## src/design/fixsqrt_num_pkg.sv

```systemverilog
package fixsqrt_num_pkg;

    // Operand side
    localparam int OPND_WIDTH  = 32;            // Q16.16 operand word
    localparam int FRAC_IN     = 16;            // Fraction bits of the operand
    localparam int COMP_WIDTH  = 16;            // One signed Q8.8 vector component

    // Radicand is the operand with FRAC_IN zeros appended below it
    localparam int RAD_WIDTH   = OPND_WIDTH + FRAC_IN;

    // Root of the padded radicand is Q8.16
    localparam int ROOT_WIDTH  = RAD_WIDTH / 2;

    // Result side
    localparam int OUT_WIDTH   = 16;            // Q8.8 result
    localparam int ROUND_SHIFT = ROOT_WIDTH - OUT_WIDTH; // Fraction bits dropped by rounding

    // One root bit per execute cycle
    localparam int ITER_COUNT  = ROOT_WIDTH;
    localparam int CNT_WIDTH   = 5;             // Holds ITER_COUNT-1

    typedef logic        [OPND_WIDTH-1:0] opnd_t;
    typedef logic signed [COMP_WIDTH-1:0] comp_t;   // Two's complement Q8.8
    typedef logic        [RAD_WIDTH-1:0]  rad_t;
    typedef logic        [ROOT_WIDTH-1:0] root_t;

    // Remainder never exceeds twice the partial root
    typedef logic        [ROOT_WIDTH:0]   rem_t;

    typedef logic        [OUT_WIDTH-1:0]  out_t;

endpackage
```

## src/design/fixsqrt_cmd_pkg.sv

```systemverilog
package fixsqrt_cmd_pkg;

    // Operation select
    typedef enum logic [0:0] {
        OP_SQRT = 1'b0,     // sqrt of operand a, unsigned Q16.16
        OP_MAG  = 1'b1      // |(a, b)| with Q8.8 components in the low halves
    } op_e;

    // Command as presented with start
    typedef struct packed {
        op_e                    op;
        fixsqrt_num_pkg::opnd_t a;
        fixsqrt_num_pkg::opnd_t b;     // Only read for OP_MAG
    } cmd_t;

    // Decode to execute
    typedef struct packed {
        fixsqrt_num_pkg::rad_t rad;    // Padded radicand
    } rad_req_t;

    // Execute to result
    typedef struct packed {
        fixsqrt_num_pkg::root_t root;  // Q8.16 floor root
        logic                   exact; // Remainder was zero
    } root_res_t;

    // Unit output
    typedef struct packed {
        fixsqrt_num_pkg::out_t value;  // Q8.8 rounded root
        logic                  exact;
        logic                  saturated;
    } fx_result_t;

    typedef enum logic [1:0] {IDLE, RUN, DONE} exec_state_e;

endpackage

```

## src/design/fixsqrt_top.sv

```systemverilog
`timescale 1ns/1ps

module fixsqrt_top (
    input  logic                        clk,
    input  logic                        arst_n,
    input  logic                        start,
    input  fixsqrt_cmd_pkg::cmd_t       cmd,
    output logic                        busy,
    output logic                        done,
    output fixsqrt_cmd_pkg::fx_result_t result
);

    logic                       dec_valid;  // Decode slot holds a radicand
    fixsqrt_cmd_pkg::rad_req_t  dec_req;
    logic                       exec_load;  // Execute takes the slot
    logic                       root_valid;
    fixsqrt_cmd_pkg::root_res_t root_res;

    // Command slot and radicand forming
    op_decode u_decode (
        .clk       (clk),
        .arst_n    (arst_n),
        .start     (start),
        .cmd       (cmd),
        .exec_load (exec_load),
        .busy      (busy),
        .dec_valid (dec_valid),
        .dec_req   (dec_req)
    );

    // Bit-serial root, ITER_COUNT+1 cycles per command
    sqrt_iter u_exec (
        .clk        (clk),
        .arst_n     (arst_n),
        .dec_valid  (dec_valid),
        .dec_req    (dec_req),
        .exec_load  (exec_load),
        .root_valid (root_valid),
        .root_res   (root_res)
    );

    result_format u_result (
        .clk        (clk),
        .arst_n     (arst_n),
        .root_valid (root_valid),
        .root_res   (root_res),
        .done       (done),
        .result     (result)
    );

endmodule

```

## src/design/result_format.sv

```systemverilog
`timescale 1ns/1ps

module result_format (
    input  logic                        clk,
    input  logic                        arst_n,
    input  logic                        root_valid,
    input  fixsqrt_cmd_pkg::root_res_t  root_res,
    output logic                        done,
    output fixsqrt_cmd_pkg::fx_result_t result
);

    // One extra bit to catch the carry out of rounding
    logic [fixsqrt_num_pkg::OUT_WIDTH:0] rounded;
    logic                               sat;
    fixsqrt_num_pkg::out_t              value;

    // Q8.16 to Q8.8, round half up on the highest dropped bit
    assign rounded = {1'b0, root_res.root[fixsqrt_num_pkg::ROOT_WIDTH-1:
                                          fixsqrt_num_pkg::ROUND_SHIFT]}
                   + root_res.root[fixsqrt_num_pkg::ROUND_SHIFT-1];

    assign sat   = rounded[fixsqrt_num_pkg::OUT_WIDTH];          // Past the largest out_t
    assign value = sat ? '1 : rounded[fixsqrt_num_pkg::OUT_WIDTH-1:0];

    always_ff @(posedge clk or negedge arst_n) begin
        if (!arst_n) begin
            done <= 1'b0;
        end else begin
            done <= root_valid;
        end
    end

    // Held until the next root arrives
    always_ff @(posedge clk) begin
        if (root_valid) begin
            result.value     <= value;
            result.exact     <= root_res.exact;
            result.saturated <= sat;
        end
    end

    // Upstream root_valid must stay a single pulse
    a_done_pulse : assert property (
        @(posedge clk) disable iff (!arst_n) done |=> !done
    );

endmodule

```

## src/design/sqrt_iter.sv

```systemverilog
`timescale 1ns/1ps

module sqrt_iter (
    input  logic                       clk,
    input  logic                       arst_n,
    input  logic                       dec_valid,
    input  fixsqrt_cmd_pkg::rad_req_t  dec_req,
    output logic                       exec_load,
    output logic                       root_valid,
    output fixsqrt_cmd_pkg::root_res_t root_res
);

    fixsqrt_cmd_pkg::exec_state_e          state_q;
    fixsqrt_cmd_pkg::exec_state_e          state_d;
    logic [fixsqrt_num_pkg::CNT_WIDTH-1:0] cnt_q;    // Root bits left after this one

    fixsqrt_num_pkg::rad_t  rad_q;      // Unconsumed radicand, next pair at the top
    fixsqrt_num_pkg::rem_t  rem_q;      // Partial remainder
    fixsqrt_num_pkg::root_t root_q;     // Partial root, grows from the LSB

    // Two guard bits over the remainder for the shifted value and the trial
    logic [$bits(fixsqrt_num_pkg::rem_t)+1:0] rem_shift;
    logic [$bits(fixsqrt_num_pkg::rem_t)+1:0] trial;
    logic [$bits(fixsqrt_num_pkg::rem_t)+1:0] rem_diff;
    logic                                     fits;      // Trial divisor fits, root bit is 1

    // Bring down the next two radicand bits
    assign rem_shift = {rem_q, rad_q[fixsqrt_num_pkg::RAD_WIDTH-1 -: 2]};
    assign trial     = {1'b0, root_q, 2'b01};   // root*4 + 1
    assign rem_diff  = rem_shift - trial;
    assign fits      = (rem_shift >= trial);

    assign exec_load  = (state_q == fixsqrt_cmd_pkg::IDLE) && dec_valid;
    assign root_valid = (state_q == fixsqrt_cmd_pkg::DONE);   // Single DONE cycle

    assign root_res.root  = root_q;
    assign root_res.exact = (rem_q == '0);

    always_comb begin
        state_d = state_q;
        case (state_q)
            fixsqrt_cmd_pkg::IDLE: begin
                if (dec_valid) state_d = fixsqrt_cmd_pkg::RUN;
            end
            fixsqrt_cmd_pkg::RUN: begin
                if (cnt_q == '0) state_d = fixsqrt_cmd_pkg::DONE; // Last root bit
            end
            fixsqrt_cmd_pkg::DONE: state_d = fixsqrt_cmd_pkg::IDLE;
            default:               state_d = fixsqrt_cmd_pkg::IDLE;
        endcase
    end

    always_ff @(posedge clk or negedge arst_n) begin
        if (!arst_n) begin
            state_q <= fixsqrt_cmd_pkg::IDLE;
            cnt_q   <= '0;
        end else begin
            state_q <= state_d;
            if (exec_load) begin
                cnt_q <= fixsqrt_num_pkg::CNT_WIDTH'(fixsqrt_num_pkg::ITER_COUNT - 1);
            end else if (state_q == fixsqrt_cmd_pkg::RUN && cnt_q != '0) begin
                cnt_q <= cnt_q - 1'b1;
            end
        end
    end

    // Datapath, one root bit per RUN cycle
    always_ff @(posedge clk) begin
        if (exec_load) begin
            rad_q  <= dec_req.rad;
            rem_q  <= '0;
            root_q <= '0;
        end else if (state_q == fixsqrt_cmd_pkg::RUN) begin
            rad_q  <= rad_q << 2;
            rem_q  <= fits ? fixsqrt_num_pkg::rem_t'(rem_diff)     // Restore skipped on fit
                           : fixsqrt_num_pkg::rem_t'(rem_shift);
            root_q <= {root_q[fixsqrt_num_pkg::ROOT_WIDTH-2:0], fits};
        end
    end

    a_root_valid_pulse : assert property (
        @(posedge clk) disable iff (!arst_n) root_valid |=> !root_valid
    );

    // Counter strictly falls each RUN cycle until DONE takes over
    a_cnt_no_wrap : assert property (
        @(posedge clk) disable iff (!arst_n)
        state_q == fixsqrt_cmd_pkg::RUN |=>
            (state_q == fixsqrt_cmd_pkg::DONE) || (cnt_q < $past(cnt_q))
    );

endmodule

```

## src/design/op_decode.sv

```systemverilog
`timescale 1ns/1ps

module op_decode (
    input  logic                      clk,
    input  logic                      arst_n,
    input  logic                      start,
    input  fixsqrt_cmd_pkg::cmd_t     cmd,
    input  logic                      exec_load,
    output logic                      busy,
    output logic                      dec_valid,
    output fixsqrt_cmd_pkg::rad_req_t dec_req
);

    logic                   slot_full;  // One pending command
    logic                   accept;
    fixsqrt_num_pkg::comp_t comp_a;
    fixsqrt_num_pkg::comp_t comp_b;
    fixsqrt_num_pkg::opnd_t sq_a;       // Q16.16 square, never negative
    fixsqrt_num_pkg::opnd_t sq_b;
    fixsqrt_num_pkg::opnd_t q16_val;    // Q16.16 value to take the root of

    assign accept = start && !slot_full;   // Start dropped while busy

    // Signed components from the low halves of both operands
    assign comp_a = fixsqrt_num_pkg::comp_t'(cmd.a[fixsqrt_num_pkg::COMP_WIDTH-1:0]);
    assign comp_b = fixsqrt_num_pkg::comp_t'(cmd.b[fixsqrt_num_pkg::COMP_WIDTH-1:0]);

    // Signed multiply at full width, Q8.8 * Q8.8 gives Q16.16
    assign sq_a = comp_a * comp_a;
    assign sq_b = comp_b * comp_b;

    // Sum of two squares tops out at 2^31 and fits unsigned
    assign q16_val = (cmd.op == fixsqrt_cmd_pkg::OP_MAG) ? sq_a + sq_b : cmd.a;

    always_ff @(posedge clk or negedge arst_n) begin
        if (!arst_n) begin
            slot_full <= 1'b0;
        end else if (exec_load) begin
            slot_full <= 1'b0;      // Execute took it
        end else if (accept) begin
            slot_full <= 1'b1;
        end
    end

    // Radicand registered with the slot, pad FRAC_IN zeros at the bottom
    always_ff @(posedge clk) begin
        if (accept) begin
            dec_req.rad <= {q16_val, {fixsqrt_num_pkg::FRAC_IN{1'b0}}};
        end
    end

    assign busy      = slot_full;
    assign dec_valid = slot_full;

    // Execute must only pull from a filled slot
    a_load_needs_slot : assert property (
        @(posedge clk) disable iff (!arst_n) exec_load |-> slot_full
    );

endmodule

```

## config.mk

```make
export PLATFORM = sky130hd
export DESIGN_NAME = fixsqrt_top
export DESIGN_NICKNAME = d
export VERILOG_FILES = /design/src/design/fixsqrt_num_pkg.sv /design/src/design/fixsqrt_cmd_pkg.sv /design/src/design/fixsqrt_top.sv /design/src/design/result_format.sv /design/src/design/sqrt_iter.sv /design/src/design/op_decode.sv
export SDC_FILE = /design/constraint.sdc
export NUM_CORES = 2
export LEC_CHECK = 0
export ABC_AREA = 1
export BUFFER_PORTS_ARGS = -buffer_cell sky130_fd_sc_hd__buf_2
export CAP_MARGIN = 10
export CORE_MARGIN = 2
export CORE_UTILIZATION = 35
export CTS_BUF_LIST = sky130_fd_sc_hd__clkbuf_8 sky130_fd_sc_hd__clkbuf_16
export CTS_CLUSTER_SIZE = 24
export DETAILED_ROUTE_END_ITERATION = 10
export SYNTH_ARGS = -nofsm -noshare
export SYNTH_HDL_FRONTEND = slang
export SYNTH_HIERARCHICAL = 1
export SYNTH_SLANG_ARGS = --single-unit
```

## constraint.sdc

```tcl
create_clock -name clk -period 3.4 [get_ports clk]
set_clock_uncertainty 0.1 [all_clocks]
set_input_delay 0.68 -clock clk [delete_from_list [all_inputs] [get_ports clk]]
set_output_delay 0.68 -clock clk [all_outputs]
set_load 0.01 [all_outputs]
```

==> results.py <==
metrics = {
    "run_status": {
        "outcome": "finished, violations left",
        "violations": "setup timing",
    },
    "placed_design": {
        "io_buffers": 71,
        "post_dp_cell_area_um2": 31600,
        "dp.final_hpwl_mm": 58.9,
        "routabilityCongestion": 0.917,
    },
    "critical_path": {
        "path_common_cell": "fa_1",
        "cp.depth": 27,
        "critical_path.slowest_cell": "fa_1",
        "r2r_setup_slack_ns": 0.69,
        "startpoint_type": "primary input",
        "arrival_ns": 6.72,
        "cp-end-kind": "flop",
        "cp-endpoint": "u_decode/dec_req[40]",
        "crit_path_max_fanout": 4,
        "worstPathRequired_ns": 3.47,
        "cp_num_buf_inv": 9,
        "timing.rr.end": "u_exec/rem_q[20]",
        "startpoint": "cmd[7]",
        "slowest_delay_ns": 0.58,
        "crit_family": "adder cells",
        "timing_worst_setup_path_type": "in -> reg",
        "rr_startpoint": "u_exec/root_q[18]",
        "reg2regPathDepth": 14,
    },
    "clock_network": {
        "tritoncts": "built",
        "cts.sinks": 156,
        "cts_buffers": 17,
        "insertion_delay_ns": 0.42,
        "path_clk_slew_ns": 0.06,
        "cts_buffer_depth": 2,
        "ctsHtreeMaxLevel": 4,
        "cts-root-buf": "clkbuf_16",
    },
    "routing": {
        "wl_per_cell_um": 15.1,
        "drtPass1Iterations": 5,
        "vias": 20900,
        "drtIter0Drc": 1018,
        "viasPerCell": 4.50,
        "wirelength_mm": 70.2,
        "drc": 0,
        "ant_nets": 0,
    },
    "timing": {
        "fin_crit_sh": 1.96,
        "fin_crit_ns": 6.66,
        "tightest_slew_ns": 0.825,
        "hold_viol": 0,
        "whs_ns": 0.370,
        "postLayoutSetupSlackWorst_ns": -3.26,
        "rsz0062_at_grt": "true",
        "fmax_mhz": 150,
        "drv_slew": 0,
        "setup_viol": 28,
        "relSlewSlack": 0.450,
    },
    "grt": {
        "grt_overflow": 0,
        "grt_pass1_vias": 22100,
        "track_usage": 0.186,
        "grt_pass1_wl_mm": 115,
        "antenna_found_initial": 7,
        "grt_max_degree": 76,
    },
    "logic_synthesis": {
        "yosys.area.top_type": "fa_1",
        "ys_warn_count": 6,
        "avgSynthCellArea_um2": 8.33,
        "ys_types": 48,
        "ys_seq_elements": 156,
        "netlist_instances": 3235,
        "syn_area_um2": 27000,
        "yosysSeqAreaShare": 0.154,
        "yosysTopAreaCellShare": 0.388,
        "synthTopCellsByArea": "fa_1, inv_1, nand2_1",
    },
    "floorplanning": {
        "num_rows": 101,
        "die-area_um2": 79300,
        "fp.coreArea_um2": 76100,
        "die_x_um": 282,
        "start_util": 0.354,
        "ios": 88,
        "fp.dieH_um": 282,
    },
    "layout": {
        "multi_input_area_um2": 20400,
        "final_common_cell": "inv_1",
        "post-route-cell-area_um2": 34000,
        "seqCellArea_um2": 4150,
        "antennaDiodeCount": 0,
        "num-fill-cells": 7457,
        "drive_gt1_frac": 0.232,
        "area_growth_pct": 26.1,
        "fin_nets": 4370,
        "final_cell_mix": "inv_1, nand2_1, fa_1",
    },
    "worst_hold_path": {
        "hp-class": "reg -> reg",
        "hold_depth": 2,
    },
    "flow_run": {
        "max_cap_viol_count": 0,
    },
}
==> layer usage <==
layer  share of wire  GRT usage
met1            0.45      0.253
met2            0.49      0.318
met3           0.037     0.0201
met4           0.018     0.0412
met5               0          0
==> cell usage after synthesis (all sizes together) <==
library cell / count
or2: 12
o211ai: 1
o21ai: 49
nor3b: 1
xnor2: 23
conb: 1
a211oi: 3
a21oi: 72
ha: 178
edfxtp: 98
buf: 30
o21bai: 10
fa: 522
nor3: 11
nor4: 11
nand3: 100
nand2: 820
nand3b: 28
xor2: 21
a21o: 6
a31oi: 9
inv: 910
o22ai: 25
dfrtp: 9
nand4: 17
dfxtp: 49
a31o: 1
clkbuf: 86
nor2: 130
clkinv: 2
==> state kept, by name, summed over array words and instances, names as in the netlist <==
| signal | count |
|---|---|
| u_exec/rad_q | 48 |
| u_decode/dec_req | 32 |
| u_exec/rem_q | 25 |
| u_exec/root_q | 24 |
| u_result/result | 18 |
| u_exec/cnt_q | 5 |
| u_exec/state_q | 2 |
| u_decode/busy | 1 |
| u_result/done | 1 |
==> repair_timing <==
item,in CTS,in global routing
gates resized for setup,258,84
cloned,6,0
endpoints found under the hold margin,7,0
endpoints found under the setup margin,28,28
pin swaps,104,65
setup buffers,29,12
hold buffers,1,0
==> worst min path at each step <==
stage,start,end,slack [ns]
finish,u_exec/root_q[0],u_exec/root_q[0],0.37
global route,u_exec/root_q[0],u_exec/root_q[0],0.39
CTS,u_exec/root_q[0],u_exec/root_q[0],0.37
detailed placement,u_exec/root_q[0],u_exec/root_q[0],0.36
global placement,u_exec/root_q[0],u_exec/root_q[0],0.35
floorplan,arst_n,u_decode/busy,0.28
==> logic make-up after synthesis <==
| group | share of synthesized area |
|---|---|
| AO/OA/AOI/OAI | 0.0382 |
| XOR/XNOR | 0.0143 |
| adder cells (fa/ha/maj) | 0.470 |
| buffers and inverters | 0.146 |
| flip-flops | 0.154 |
| other | 0.000139 |
| AND/OR/NAND/NOR | 0.177 |
==> worst reg2reg max path: cells and delay by family (launching register included) <==
| family | cells | cell delay (ns) |
|---|---|---|
| and+or+nand+nor | 10 | 1.19 |
| AOI/OAI and AO/OA | 1 | 0.05 |
| buffers and inverters | 2 | 0.38 |
| adders and majority gates | 1 | 0.44 |
| DFF | 1 | 0.41 |
==> cell type report <==
cell class,count,area share
multi-input cells,2066,0.600
flip-flops and latches,156,0.122
well taps,1030,0.0379
clock buffers,17,0.0125
clock inverters,15,0.00515
repair buffers,449,0.120
inverters,912,0.102
==> per-stage QoR <==
step,setup slack (ns),setup TNS (ns),utilization,cells
after floorplan,-3.51,-81.86,-,3250
after global placement,-3.87,-94.98,0.416,4566
after detailed placement,-3.88,-95.90,0.416,4566
after CTS,-3.22,-78.25,0.441,4634
after global routing,-3.48,-83.12,0.447,4645
final,-3.26,-78.77,0.447,4645
Power is left out: the tool's default activity adds up to more than one toggle a clock period on the data nets, which glitch-free logic cannot reach.
